**config.mk**
```make
export PLATFORM = sky130hd
export DESIGN_NAME = mat_calc_top
export DESIGN_NICKNAME = d
export VERILOG_FILES = /design/src/hw/calc_pkg.sv /design/src/hw/mat_pkg.sv /design/src/hw/calc_ctrl.sv /design/src/hw/mat_alu.sv /design/src/hw/mat_calc_top.sv /design/src/hw/mat_store.sv /design/src/hw/result_tx.sv
export SDC_FILE = /design/constraint.sdc
export NUM_CORES = 1
export LEC_CHECK = 0
export ABC_AREA = 0
export BUFFER_PORTS_ARGS = -buffer_cell sky130_fd_sc_hd__clkbuf_2
export CORE_MARGIN = 2
export CORE_UTILIZATION = 30
export DETAILED_ROUTE_END_ITERATION = 7
export GPL_ROUTABILITY_DRIVEN = 0
export SLEW_MARGIN = 15
export SYNTH_ARGS = -nofsm -noshare
export SYNTH_HDL_FRONTEND = slang
export SYNTH_SLANG_ARGS = --single-unit
```
**constraint.sdc**
```tcl
create_clock -name clk -period 7.6 [get_ports clk]
set_clock_uncertainty 0.1 [all_clocks]
set_input_delay 0.38 -clock clk [delete_from_list [all_inputs] [get_ports clk]]
set_output_delay 0.38 -clock clk [all_outputs]
set_load 0.02 [all_outputs]
```
**src/hw/calc_pkg.sv**
```systemverilog
package calc_pkg;

  // ==========================================================
  // Command encodings
  // ==========================================================

  // ALU operations
  typedef enum logic [2:0] {
    OP_ADD       = 3'd0,
    OP_SUB       = 3'd1,
    OP_SCALE     = 3'd2,
    OP_TRANSPOSE = 3'd3,
    OP_MUL       = 3'd4
  } op_t;

  // Controller FSM
  typedef enum logic [1:0] {
    ST_IDLE   = 2'd0,
    ST_CHECK  = 2'd1,
    ST_RUN    = 2'd2,
    ST_FINISH = 2'd3
  } ctrl_state_t;

  // Credits granted by the receiver after reset
  localparam int CREDIT_MAX = 4;
  localparam int CREDIT_W   = $clog2(CREDIT_MAX + 1);

endpackage

```
**src/hw/mat_pkg.sv**
```systemverilog
package mat_pkg;

  // ==========================================================
  // Matrix geometry
  // ==========================================================

  // Largest matrix held in one slot
  localparam int MAX_ROWS  = 4;
  localparam int MAX_COLS  = 4;

  // Number of stored matrices
  localparam int NUM_SLOTS = 4;

  // Stored element and result widths, both unsigned
  localparam int ELEM_W    = 8;
  localparam int RES_W     = 16;

  // ==========================================================
  // Types
  // ==========================================================

  // Element position inside a slot
  typedef logic [$clog2(MAX_ROWS)-1:0]   row_idx_t;
  typedef logic [$clog2(MAX_COLS)-1:0]   col_idx_t;

  // Dimension 1..4, zero marks an empty slot
  typedef logic [$clog2(MAX_ROWS+1)-1:0] dim_t;

  typedef logic [$clog2(NUM_SLOTS)-1:0]  slot_id_t;
  typedef logic [ELEM_W-1:0]             elem_t;
  // Results wrap modulo 2^RES_W
  typedef logic [RES_W-1:0]              res_t;

endpackage

```
**src/hw/calc_ctrl.sv**
```systemverilog
`timescale 1ns/10ps

module calc_ctrl (
  input  logic              clk,
  input  logic              rst_n,
  // Command from outside
  input  logic              cmd_valid,
  input  calc_pkg::op_t     cmd_op,
  input  mat_pkg::slot_id_t cmd_id_a,
  input  mat_pkg::slot_id_t cmd_id_b,
  input  mat_pkg::elem_t    cmd_scalar,
  // Operand dimensions from storage
  input  mat_pkg::dim_t     rows_a,
  input  mat_pkg::dim_t     cols_a,
  input  mat_pkg::dim_t     rows_b,
  input  mat_pkg::dim_t     cols_b,
  // ALU handshake
  input  logic              run_done,
  output logic              run_start,
  output calc_pkg::op_t     run_op,
  output mat_pkg::slot_id_t run_id_a,
  output mat_pkg::slot_id_t run_id_b,
  output mat_pkg::elem_t    run_scalar,
  // Status
  output logic              busy,
  output logic              done,
  output logic              err
);
  import calc_pkg::*;

  ctrl_state_t state;
  logic        fail;
  logic        accept;
  logic        uses_b;
  logic        dims_bad;

  // FINISH is the report cycle, already free for a new command
  assign busy   = (state == ST_CHECK) || (state == ST_RUN);
  assign accept = cmd_valid && !busy;
  assign done   = (state == ST_FINISH) && !fail;
  assign err    = (state == ST_FINISH) && fail;

  // ==========================================================
  // Dimension rule on the latched command
  // ==========================================================
  always_comb begin
    uses_b   = (run_op == OP_ADD) || (run_op == OP_SUB) || (run_op == OP_MUL);
    dims_bad = (rows_a == '0) || (cols_a == '0);
    // B only matters for two-operand ops
    if (uses_b && ((rows_b == '0) || (cols_b == '0))) begin
      dims_bad = 1'b1;
    end
    case (run_op)
      OP_ADD, OP_SUB: begin
        if ((rows_a != rows_b) || (cols_a != cols_b)) dims_bad = 1'b1;
      end
      OP_MUL: begin
        // Inner dimensions must agree
        if (cols_a != rows_b) dims_bad = 1'b1;
      end
      default: ;
    endcase
  end

  // ==========================================================
  // Control FSM
  // ==========================================================
  always_ff @(posedge clk or negedge rst_n) begin
    if (!rst_n) begin
      state     <= ST_IDLE;
      fail      <= 1'b0;
      run_start <= 1'b0;
    end else begin
      run_start <= 1'b0;
      case (state)
        ST_IDLE, ST_FINISH: begin
          state <= accept ? ST_CHECK : ST_IDLE;
        end
        ST_CHECK: begin
          fail <= dims_bad;
          if (dims_bad) begin
            state <= ST_FINISH;
          end else begin
            state     <= ST_RUN;
            run_start <= 1'b1;
          end
        end
        ST_RUN: begin
          // Last element already on the output
          if (run_done) state <= ST_FINISH;
        end
        default: state <= ST_IDLE;
      endcase
    end
  end

  // Command fields, held for the whole run
  always_ff @(posedge clk) begin
    if (accept) begin
      run_op     <= cmd_op;
      run_id_a   <= cmd_id_a;
      run_id_b   <= cmd_id_b;
      run_scalar <= cmd_scalar;
    end
  end

endmodule

```
**src/hw/mat_alu.sv**
```systemverilog
`timescale 1ns/10ps

module mat_alu (
  input  logic              clk,
  input  logic              rst_n,
  // Run request from the controller
  input  logic              run_start,
  input  calc_pkg::op_t     run_op,
  input  mat_pkg::slot_id_t run_id_a,
  input  mat_pkg::slot_id_t run_id_b,
  input  mat_pkg::elem_t    run_scalar,
  // Operand shape and data
  input  mat_pkg::dim_t     rows_a,
  input  mat_pkg::dim_t     cols_a,
  input  mat_pkg::dim_t     cols_b,
  input  mat_pkg::elem_t    rd_data_a,
  input  mat_pkg::elem_t    rd_data_b,
  output mat_pkg::slot_id_t rd_id_a,
  output mat_pkg::slot_id_t rd_id_b,
  output mat_pkg::row_idx_t rd_row_a,
  output mat_pkg::row_idx_t rd_row_b,
  output mat_pkg::col_idx_t rd_col_a,
  output mat_pkg::col_idx_t rd_col_b,
  // Element stream
  input  logic              can_push,
  output logic              elem_push,
  output logic              elem_last,
  output mat_pkg::res_t     elem_data,
  output logic              run_done
);
  import mat_pkg::*;
  import calc_pkg::*;

  logic     active;
  op_t      op_q;
  elem_t    scalar_q;
  row_idx_t row;
  col_idx_t col;
  col_idx_t k;
  res_t     acc;
  res_t     product;
  dim_t     out_rows;
  dim_t     out_cols;
  logic     row_end;
  logic     col_end;
  logic     k_end;
  logic     elem_ready;

  // Slot ids stay stable from the controller
  assign rd_id_a = run_id_a;
  assign rd_id_b = run_id_b;

  // Result shape per op
  always_comb begin
    case (op_q)
      OP_TRANSPOSE: begin
        out_rows = cols_a;
        out_cols = rows_a;
      end
      OP_MUL: begin
        out_rows = rows_a;
        out_cols = cols_b;
      end
      default: begin
        out_rows = rows_a;
        out_cols = cols_a;
      end
    endcase
  end

  assign row_end    = (dim_t'(row) == out_rows - dim_t'(1));
  assign col_end    = (dim_t'(col) == out_cols - dim_t'(1));
  assign k_end      = (dim_t'(k) == cols_a - dim_t'(1));
  // MUL element ready on its last product
  assign elem_ready = (op_q != OP_MUL) || k_end;
  assign elem_push  = active && elem_ready && can_push;
  assign elem_last  = row_end && col_end;

  // ==========================================================
  // Operand addressing and element value
  // ==========================================================
  always_comb begin
    rd_row_a = row;
    rd_col_a = col;
    rd_row_b = row;
    rd_col_b = col;
    case (op_q)
      OP_TRANSPOSE: begin
        rd_row_a = row_idx_t'(col);
        rd_col_a = col_idx_t'(row);
      end
      OP_MUL: begin
        // A walks its row, B walks its column
        rd_col_a = k;
        rd_row_b = row_idx_t'(k);
      end
      default: ;
    endcase
  end

  assign product = res_t'(rd_data_a) * res_t'(rd_data_b);

  always_comb begin
    case (op_q)
      OP_ADD:       elem_data = res_t'(rd_data_a) + res_t'(rd_data_b);
      OP_SUB:       elem_data = res_t'(rd_data_a) - res_t'(rd_data_b);
      OP_SCALE:     elem_data = res_t'(rd_data_a) * res_t'(scalar_q);
      OP_TRANSPOSE: elem_data = res_t'(rd_data_a);
      OP_MUL:       elem_data = acc + product;
      default:      elem_data = '0;
    endcase
  end

  // ==========================================================
  // Position counters
  // ==========================================================
  always_ff @(posedge clk or negedge rst_n) begin
    if (!rst_n) begin
      active   <= 1'b0;
      op_q     <= OP_ADD;
      row      <= '0;
      col      <= '0;
      k        <= '0;
      run_done <= 1'b0;
    end else begin
      run_done <= elem_push && elem_last;
      if (run_start) begin
        active <= 1'b1;
        op_q   <= run_op;
        row    <= '0;
        col    <= '0;
        k      <= '0;
      end else if (elem_push) begin
        k <= '0;
        if (col_end) begin
          col <= '0;
          row <= row + 1'b1;
          // Row-major walk ends here
          if (row_end) active <= 1'b0;
        end else begin
          col <= col + 1'b1;
        end
      end else if (active && (op_q == OP_MUL) && !k_end) begin
        k <= k + 1'b1;
      end
    end
  end

  // Scalar and running sum
  always_ff @(posedge clk) begin
    if (run_start) begin
      scalar_q <= run_scalar;
      acc      <= '0;
    end else if (elem_push) begin
      acc <= '0;
    end else if (active && (op_q == OP_MUL) && !k_end) begin
      acc <= acc + product;
    end
  end

endmodule

```
**src/hw/mat_calc_top.sv**
```systemverilog
`timescale 1ns/10ps

module mat_calc_top (
  input  logic              clk,
  input  logic              rst_n,
  // Storage writes
  input  logic              wr_new,
  input  logic              wr_single,
  input  mat_pkg::slot_id_t wr_slot,
  input  mat_pkg::dim_t     wr_rows,
  input  mat_pkg::dim_t     wr_cols,
  input  mat_pkg::row_idx_t wr_row,
  input  mat_pkg::col_idx_t wr_col,
  input  mat_pkg::elem_t    wr_data,
  // Commands
  input  logic              cmd_valid,
  input  calc_pkg::op_t     cmd_op,
  input  mat_pkg::slot_id_t cmd_id_a,
  input  mat_pkg::slot_id_t cmd_id_b,
  input  mat_pkg::elem_t    cmd_scalar,
  // Result stream
  input  logic              res_credit,
  output logic              busy,
  output logic              done,
  output logic              err,
  output logic              res_valid,
  output logic              res_last,
  output mat_pkg::res_t     res_data
);

  // ==========================================================
  // Interconnect
  // ==========================================================

  // Controller to ALU
  logic              run_start;
  logic              run_done;
  calc_pkg::op_t     run_op;
  mat_pkg::slot_id_t run_id_a;
  mat_pkg::slot_id_t run_id_b;
  mat_pkg::elem_t    run_scalar;

  // ALU to storage
  mat_pkg::slot_id_t rd_id_a;
  mat_pkg::slot_id_t rd_id_b;
  mat_pkg::row_idx_t rd_row_a;
  mat_pkg::row_idx_t rd_row_b;
  mat_pkg::col_idx_t rd_col_a;
  mat_pkg::col_idx_t rd_col_b;
  mat_pkg::elem_t    rd_data_a;
  mat_pkg::elem_t    rd_data_b;
  mat_pkg::dim_t     rows_a;
  mat_pkg::dim_t     cols_a;
  mat_pkg::dim_t     rows_b;
  mat_pkg::dim_t     cols_b;

  // ALU to output stage
  logic              can_push;
  logic              elem_push;
  logic              elem_last;
  mat_pkg::res_t     elem_data;

  // Writes held off while a command runs
  mat_store u_store (
    .clk(clk),             .rst_n(rst_n),
    .wr_new(wr_new),       .wr_single(wr_single),
    .wr_slot(wr_slot),     .wr_rows(wr_rows),       .wr_cols(wr_cols),
    .wr_row(wr_row),       .wr_col(wr_col),         .wr_data(wr_data),
    .wr_block(busy),
    .rd_id_a(rd_id_a),     .rd_id_b(rd_id_b),
    .rd_row_a(rd_row_a),   .rd_row_b(rd_row_b),
    .rd_col_a(rd_col_a),   .rd_col_b(rd_col_b),
    .rd_data_a(rd_data_a), .rd_data_b(rd_data_b),
    .rows_a(rows_a),       .cols_a(cols_a),
    .rows_b(rows_b),       .cols_b(cols_b)
  );

  calc_ctrl u_ctrl (
    .clk(clk),             .rst_n(rst_n),
    .cmd_valid(cmd_valid), .cmd_op(cmd_op),
    .cmd_id_a(cmd_id_a),   .cmd_id_b(cmd_id_b),     .cmd_scalar(cmd_scalar),
    .rows_a(rows_a),       .cols_a(cols_a),
    .rows_b(rows_b),       .cols_b(cols_b),
    .run_done(run_done),   .run_start(run_start),   .run_op(run_op),
    .run_id_a(run_id_a),   .run_id_b(run_id_b),     .run_scalar(run_scalar),
    .busy(busy),           .done(done),             .err(err)
  );

  mat_alu u_alu (
    .clk(clk),             .rst_n(rst_n),
    .run_start(run_start), .run_op(run_op),
    .run_id_a(run_id_a),   .run_id_b(run_id_b),     .run_scalar(run_scalar),
    .rows_a(rows_a),       .cols_a(cols_a),         .cols_b(cols_b),
    .rd_data_a(rd_data_a), .rd_data_b(rd_data_b),
    .rd_id_a(rd_id_a),     .rd_id_b(rd_id_b),
    .rd_row_a(rd_row_a),   .rd_row_b(rd_row_b),
    .rd_col_a(rd_col_a),   .rd_col_b(rd_col_b),
    .can_push(can_push),   .elem_push(elem_push),   .elem_last(elem_last),
    .elem_data(elem_data), .run_done(run_done)
  );

  result_tx u_tx (
    .clk(clk),             .rst_n(rst_n),
    .elem_push(elem_push), .elem_last(elem_last),   .elem_data(elem_data),
    .can_push(can_push),   .res_credit(res_credit),
    .res_valid(res_valid), .res_last(res_last),     .res_data(res_data)
  );

endmodule

```
**src/hw/mat_store.sv**
```systemverilog
`timescale 1ns/10ps

module mat_store (
  input  logic              clk,
  input  logic              rst_n,
  // Write side
  input  logic              wr_new,
  input  logic              wr_single,
  input  mat_pkg::slot_id_t wr_slot,
  input  mat_pkg::dim_t     wr_rows,
  input  mat_pkg::dim_t     wr_cols,
  input  mat_pkg::row_idx_t wr_row,
  input  mat_pkg::col_idx_t wr_col,
  input  mat_pkg::elem_t    wr_data,
  input  logic              wr_block,
  // Two element read ports
  input  mat_pkg::slot_id_t rd_id_a,
  input  mat_pkg::slot_id_t rd_id_b,
  input  mat_pkg::row_idx_t rd_row_a,
  input  mat_pkg::row_idx_t rd_row_b,
  input  mat_pkg::col_idx_t rd_col_a,
  input  mat_pkg::col_idx_t rd_col_b,
  output mat_pkg::elem_t    rd_data_a,
  output mat_pkg::elem_t    rd_data_b,
  // Dimensions of the read slots
  output mat_pkg::dim_t     rows_a,
  output mat_pkg::dim_t     cols_a,
  output mat_pkg::dim_t     rows_b,
  output mat_pkg::dim_t     cols_b
);
  import mat_pkg::*;

  elem_t mem    [NUM_SLOTS][MAX_ROWS][MAX_COLS];
  dim_t  rows_q [NUM_SLOTS];
  dim_t  cols_q [NUM_SLOTS];
  logic  new_ok;
  logic  single_ok;

  // New matrix needs both dims in 1..MAX
  assign new_ok = wr_new && !wr_block &&
                  (wr_rows != '0) && (wr_rows <= dim_t'(MAX_ROWS)) &&
                  (wr_cols != '0) && (wr_cols <= dim_t'(MAX_COLS));

  // Single element must fall inside the slot
  assign single_ok = wr_single && !wr_block &&
                     (dim_t'(wr_row) < rows_q[wr_slot]) &&
                     (dim_t'(wr_col) < cols_q[wr_slot]);

  // Per-slot dimensions, zero means empty
  always_ff @(posedge clk or negedge rst_n) begin
    if (!rst_n) begin
      for (int s = 0; s < NUM_SLOTS; s++) begin
        rows_q[s] <= '0;
        cols_q[s] <= '0;
      end
    end else if (new_ok) begin
      rows_q[wr_slot] <= wr_rows;
      cols_q[wr_slot] <= wr_cols;
    end
  end

  // Element array
  always_ff @(posedge clk) begin
    if (new_ok) begin
      // Fresh matrix starts all zero
      for (int r = 0; r < MAX_ROWS; r++) begin
        for (int c = 0; c < MAX_COLS; c++) begin
          mem[wr_slot][r][c] <= '0;
        end
      end
    end else if (single_ok) begin
      mem[wr_slot][wr_row][wr_col] <= wr_data;
    end
  end

  // Combinational reads
  assign rd_data_a = mem[rd_id_a][rd_row_a][rd_col_a];
  assign rd_data_b = mem[rd_id_b][rd_row_b][rd_col_b];
  assign rows_a    = rows_q[rd_id_a];
  assign cols_a    = cols_q[rd_id_a];
  assign rows_b    = rows_q[rd_id_b];
  assign cols_b    = cols_q[rd_id_b];

endmodule

```
**src/hw/result_tx.sv**
```systemverilog
`timescale 1ns/10ps

module result_tx (
  input  logic          clk,
  input  logic          rst_n,
  // From the ALU
  input  logic          elem_push,
  input  logic          elem_last,
  input  mat_pkg::res_t elem_data,
  output logic          can_push,
  // Credit stream to the receiver
  input  logic          res_credit,
  output logic          res_valid,
  output logic          res_last,
  output mat_pkg::res_t res_data
);
  import calc_pkg::*;

  logic [CREDIT_W-1:0] credits;
  logic [CREDIT_W-1:0] avail;

  // Element on the output already owns a credit
  assign avail    = credits - CREDIT_W'(res_valid);
  assign can_push = (avail != '0);

  // Output flags and credit counter
  always_ff @(posedge clk or negedge rst_n) begin
    if (!rst_n) begin
      credits   <= CREDIT_W'(CREDIT_MAX);
      res_valid <= 1'b0;
      res_last  <= 1'b0;
    end else begin
      res_valid <= elem_push;
      res_last  <= elem_push && elem_last;
      // Spend on send, refund on return
      case ({res_valid, res_credit})
        2'b10:   credits <= credits - 1'b1;
        2'b01:   credits <= credits + 1'b1;
        default: ;
      endcase
    end
  end

  // Output data
  always_ff @(posedge clk) begin
    if (elem_push) res_data <= elem_data;
  end

endmodule

```
; Word-level counts from Yosys, hierarchy flattened
; Memory sizes are Yosys's and may differ from the RTL's. A register that Yosys moved wholly into a read port is not among the register bits.
; Index checks and enable logic that the tools add are counted.
[op_classes]
muxes = 203
n_addsub = 12
n_reduce_logical = 51
order_cmp = 16
eq_ne = 19
bitwise_logic = 137
multipliers = 2
[ops]
columns = operator, n
row1 = $mux W32, 5
row2 = $mux W1, 143
row3 = $bmux W32 S2, 2
row4 = $mux W128, 1
row5 = $or A1 B1 Y1, 128
row6 = $pmux W16 S5, 1
row7 = $demux W32 S2, 1
row8 = $mux W3, 14
row9 = $mux W8, 5
row10 = $bmux W3 S2, 6
row11 = $bmux W8 S2, 2
row12 = $mul A8 B8 Y16, 2
row13 = $mux W2, 14
row14 = $ge A3 B3 Y1 const B, 9
row15 = $not A2 Y3, 9
row16 = $bwmux W12, 2
row17 = $logic_and A1 B1 Y1, 21
row18 = $logic_not A3 Y1, 6
row19 = $add A16 B16 Y16, 1
row20 = $demux W8 S2, 1
row21 = $pmux W3 S2, 2
row22 = $reduce_bool A3 Y1, 4
row23 = $sub A3 B1 Y3 const B, 4
row24 = $add A8 B8 Y9, 1
row25 = 27 further kinds, 56
[totals]
input_bits = 41
memories = 1
out_inout_bits = 21
word_cells = 467
reg_bits = 98
ram_bits = 512
[memory_table]
columns = name, depth, width, rd, rd_clocked_by_memory_dff, write_ports, line_no
row1 = u_store.mem, 4, 128, 2, 2, 1, mat_store.sv:33  ; elem_t mem [NUM_SLOTS][MAX_ROWS][MAX_COLS];

; Depth between registers and ports, before layout
[logic_depth]
depth_word = 12
depth_mapped = 33
ltp_nobuf = 26

; By module
; From an unflattened synthesis, not the netlist that was laid out.
[hier_totals]
cells_unflattened = 2635
hier_area_um2 = 35585.4
[by_module_without_submodules]
columns = module, instances, cells_per_inst, area_each_um2, seq_area_each_um2
row1 = mat_store, 1, 1651, 26645.6, 15975.3
row2 = mat_alu, 1, 886, 7338.3, 835.8
row3 = calc_ctrl, 1, 63, 874.6, 550.5
row4 = result_tx, 1, 35, 726.9, 606.8

; Worst setup path after synthesis
; No wires, ideal clock.
[synth_path]
path_kind = register to register
start = register u_alu.op_q[2]
end = register u_tx.res_data[13], data pin
arrival_ps = 6479
slack_ps = 736
setup_ps = 285
path_stages_with_launch = 31
period_less_slack_ps = 6864
path_buffers = 5
t_required_ps = 7215
path_cell_list = dfrtp_1 -> buf_4 -> buf_6 -> nand4b_1 -> buf_4 -> o21ai_2 -> buf_2 -> mux4_2 -> nand3_1 -> o31ai_1 -> nor4_1 -> mux2i_2 -> buf_2 -> and2_1 -> fa_1 -> inv_1 -> fa_1 -> inv_1 -> fa_1 -> inv_1 -> fa_1 -> inv_1 -> ha_1 -> o21a_1 -> a2111oi_0 -> nor3_1 -> a41oi_1 -> nor2b_1 -> xnor2_1 -> a22oi_1 -> nand2_1
[synth_via]
elab_chain_cells = 12
elab_cells_between_ends = 28
classes_between = 2 x add/sub / 2 x mul / 4 x eq/ne / 16 x mux / 3 x bitwise / 1 x reduce/logical
[synth_rtl]
columns = element, line_no
row1 = "start, declared", mat_alu.sv:35  ; op_t op_q;
row2 = "start signal, assigned", mat_alu.sv:129  ; op_q <= run_op;
row3 = $eq A3 B2 Y1 or $eq A3 B3 Y1 (tied branches), "mat_alu.sv:87, mat_alu.sv:104"
row4 = $mux W2, mat_alu.sv:87  ; case (op_q)
row5 = "$not A2 Y3, on equally long branches", "mat_store.sv:77, mat_store.sv:78"
row6 = "$bmux W32 S2, on equally long branches", "mat_store.sv:77, mat_store.sv:78"
row7 = "$mux W32, on equally long branches (2 in a row)", "mat_store.sv:77, mat_store.sv:78"
row8 = "$bmux W8 S2, on equally long branches", "mat_store.sv:77, mat_store.sv:78"
row9 = "$mux W8, on equally long branches (2 in a row)", "mat_store.sv:77, mat_store.sv:78"
row10 = $mul A8 B8 Y16, mat_alu.sv:101  ; assign product = res_t'(rd_data_a) * res_t'(rd_data_b);
row11 = $add A16 B16 Y16, mat_alu.sv:109  ; OP_MUL: elem_data = acc + product;
row12 = $pmux W16 S5 (*), mat_alu.sv:104  ; case (op_q)
row13 = "end signal, assigned", result_tx.sv:46  ; if (elem_push) res_data <= elem_data;
row14 = "end, declared", result_tx.sv:15  ; output mat_pkg::res_t res_data
; Every way passes the cells marked *; elsewhere a longest branch is shown, timed or not. The select of a mux whose other input is x is not followed.
; A chain may end at the register's enable or synchronous reset.

; Worst setup path in the final report
[layout_path]
start = register u_alu.op_q[0]
end = register u_tx.res_data[13], data pin
; The elaborated chain is that of the path after synthesis.

==> flow_metrics.env <==
export IMPL_outcome="completed"
export IMPL_yosysWarnings=0
export IMPL_hold_path_class="input pin to flip-flop"
export IMPL_drt_total_wl_mm=147.5
export IMPL_dp_hpwl_mm=105.5
export IMPL_setup_ws_ns=0.2057
export IMPL_ant_nets=0
export IMPL_worst_pin_slew_ns=1.285
export IMPL_ios=62
export IMPL_die_h_microns=352.3
export IMPL_netlist_area_leader_share=0.4547
export IMPL_coreArea_sq_mm=0.1201
export IMPL_port_buffers=61
export IMPL_synth_seq_area_share=0.4953
export IMPL_routedWlPerCell_microns=27.97
export IMPL_setup_violations_final=0
export IMPL_end_kind="flip-flop"
export IMPL_cts_sinks=614
export IMPL_cpLargestDelayFamily="compound AO/OA/AOI/OAI gates"
export IMPL_synth_area_per_cell_sq_um=11.20
export IMPL_fin_crit_sh=0.9729
export IMPL_layout_nets=3837
export IMPL_slowest_delay_ns=0.50
export IMPL_crit_start="u_alu.op_q[0]"
export IMPL_criticalPathCategory="flip-flop to flip-flop"
export IMPL_synthFlopType="edfxtp_1"
export IMPL_clkTransAtPathRegs_ns=0.06
export IMPL_path_buf_inv=10
export IMPL_startpoint_type="flip-flop"
export IMPL_cts_made_buffers=68
export IMPL_netlist_top_cells_area="edfxtp_1 (45%), fa_1 (4.9%), ha_1 (3.4%)"
export IMPL_setup_worst_path_end="u_tx.res_data[13]"
export IMPL_cp_required_ns=7.88
export IMPL_first_global_vias=30260
export IMPL_synth_edf_count=551
export IMPL_clockBufferDepth=3
export IMPL_regArea_sq_mm=0.01803
export IMPL_core_rowCount=127
export IMPL_vias_per_cell=5.966
export IMPL_yosys_register_bits=614
export IMPL_final_cell_area_sq_mm=0.04453
export IMPL_r2r_cells=31
export IMPL_cts_root_buf="clkbuf_16"
export IMPL_grt_usage=0.2285
export IMPL_synth_largest_area_cell="edfxtp_1"
export IMPL_r2r_slack_ns=0.21
export IMPL_placed_area_sq_mm=0.04116
export IMPL_grt_first_pass_wirelength_mm=209.9
export IMPL_syn_inst=3248
export IMPL_ys_types=101
export IMPL_drt_iter0_markers=5133
export IMPL_grt_overflow_total=0
export IMPL_die_area_sq_mm=0.1241
export IMPL_post_route_min_period_ns=7.394
export IMPL_multi_input_area_sq_mm=0.01684
export IMPL_critical_path_slowest_cell="fa_1"
export IMPL_fillCellCount=11740
export IMPL_vias=31470
export IMPL_syn_area_sq_mm=0.03639
export IMPL_maxCapViolations=0
export IMPL_cp_depth=31
export IMPL_insertion_delay_ns=0.66
export IMPL_die_w_microns=352.3
export IMPL_synthesis_nets=3476
export IMPL_grt_max_degree=44
export IMPL_crit_fanout=9
export IMPL_htreeDepth=3
export IMPL_async_reset_ff_frac=0.07003
export IMPL_drt_pre_antenna_iters=7
export IMPL_yosysMostFrequentCell="edfxtp_1"
export IMPL_cts_tree="built"
export IMPL_r2r_start="u_alu.op_q[0]"
export IMPL_start_util=0.3029
export IMPL_synthToLayoutAreaGrowth_pct=22.38
export IMPL_drc=0
export IMPL_yosys_top_cells_count="edfxtp_1 (551), nor2_1 (286), nand2_1 (221), inv_1 (193), o22ai_1 (151)"
export IMPL_drive_gt1_frac=0.2286
export IMPL_slew_viol_final=0
export IMPL_slew_headroom=0.1404
export IMPL_cp_arrival_ns=7.67
export IMPL_dp_slack_ns=-0.3038
export IMPL_antenna_found_initial=8
export IMPL_hold_violations=0
export IMPL_fmax_ghz=0.1352
export IMPL_rr_endpoint="u_tx.res_data[13]"
==> cell families after synthesis <==
| family | share of synthesized area |
|---|---|
| buffers and inverters | 0.05123 |
| adders and majority gates | 0.08266 |
| muxes | 0.06997 |
| xor gates and xnor gates | 0.01348 |
| and+or+nand+nor | 0.1416 |
| AOI/OAI and AO/OA | 0.1458 |
| DFF | 0.4953 |
==> layer usage <==
| metal | part of all wire | GRT usage |
|---|---|---|
| met1 | 0.37 | 0.2939 |
| met2 | 0.42 | 0.3324 |
| met3 | 0.14 | 0.08109 |
| met4 | 0.068 | 0.1291 |
| met5 | 0.00073 | 0 |
==> layout by cell type, fill, tap and decap left out, types with 23 or more instances in the layout <==
cell and count:
nor4_1 40, buf_12 42, o221ai_1 77, clkbuf_16 72, a211oi_1 31, inv_1 192, o22ai_1 151, o211ai_1 47
ha_1 94, mux4_2 49, mux2i_1 64, buf_4 387, fa_1 87, and2_1 101, xnor2_1 38, edfxtp_1 551
nor2b_1 40, nor3_1 73, o22a_1 50, a31oi_1 23, nor2_1 286, a21oi_1 76, o21ai_0 100, or3_1 23
dfrtp_1 39, mux2_2 65, nand2_1 218, nand3_1 74, and3_1 61, clkbuf_2 61
==> flip-flops by register name (all words and copies together), names as in the netlist, 2 cells and up, named ones only <==
name / cells
u_store.mem: 512
u_alu.acc: 16
u_tx.res_data: 16
u_store.cols_q: 12
u_store.rows_q: 12
u_alu.scalar_q: 8
u_ctrl.run_scalar: 8
u_alu.op_q: 3
u_ctrl.run_op: 3
u_tx.credits: 3
u_alu.k: 2
u_alu.rd_col_b: 2
u_alu.row: 2
u_ctrl.run_id_a: 2
u_ctrl.run_id_b: 2
u_ctrl.state: 2
==> worst min path at each step <==
stage / slack, ns / depth (start not counted) / start / to
after floorplan: -0.02 / 0 / rst_n / u_alu.active
after global placement: 0.30 / 0 / u_ctrl.run_scalar[6] / u_alu.scalar_q[6]
after detailed placement: 0.30 / 0 / u_ctrl.run_scalar[3] / u_alu.scalar_q[3]
after CTS: 0.02 / 4 / cmd_valid / u_ctrl.state[0]
after global routing: 0.05 / 4 / cmd_valid / u_ctrl.state[0]
final: 0.04 / 4 / cmd_valid / u_ctrl.state[0]
==> metrics by stage <==
stage | setup TNS [ns] | hold slack (ns) | std cells | utilization
3_5_place_dp | -1.075 | 0.3045 | 5088 | 0.3427
6_report | 0 | 0.04352 | 5276 | 0.3707
5_1_grt | -0.08010 | 0.05432 | 5273 | 0.3706
2_1_floorplan | 0 | -0.01559 | 3248 | -
4_1_cts | 0 | 0.01716 | 5235 | 0.3650
3_3_place_gp | -0.8247 | 0.3036 | 5088 | 0.3426
==> timing repair <==
action,4_1_cts,5_1_grt
hold endpoints to repair,85,0
endpoints found under the setup margin,7,11
gates cloned,0,1
hold buffers,22,0
resized for setup,7,64
setup buffers,3,38
pin swaps,4,37
==> worst reg2reg max path, delay by kind of cell, from the launching register on <==
kind	cells	cell delay, ns
AO/OA/AOI/OAI	8	2.10
XOR/XNOR	1	0.07
adder cells (fa/ha/maj)	5	2.11
buffers and inverters	10	1.34
flip-flops	1	0.39
AND/OR/NAND/NOR	7	0.99
==> area by class of cell <==
class,instances,area share
antenna,3,0.0001686
clock buffer,80,0.04085
clock inverter,42,0.01307
inverter,195,0.01652
multi-input combinational,2201,0.3782
sequential,614,0.4049
tap,1612,0.04529
timing repair buffer,529,0.1010
Power is left out: the tool's default activity adds up to more than one toggle a clock period on the data nets, which glitch-free logic cannot reach.
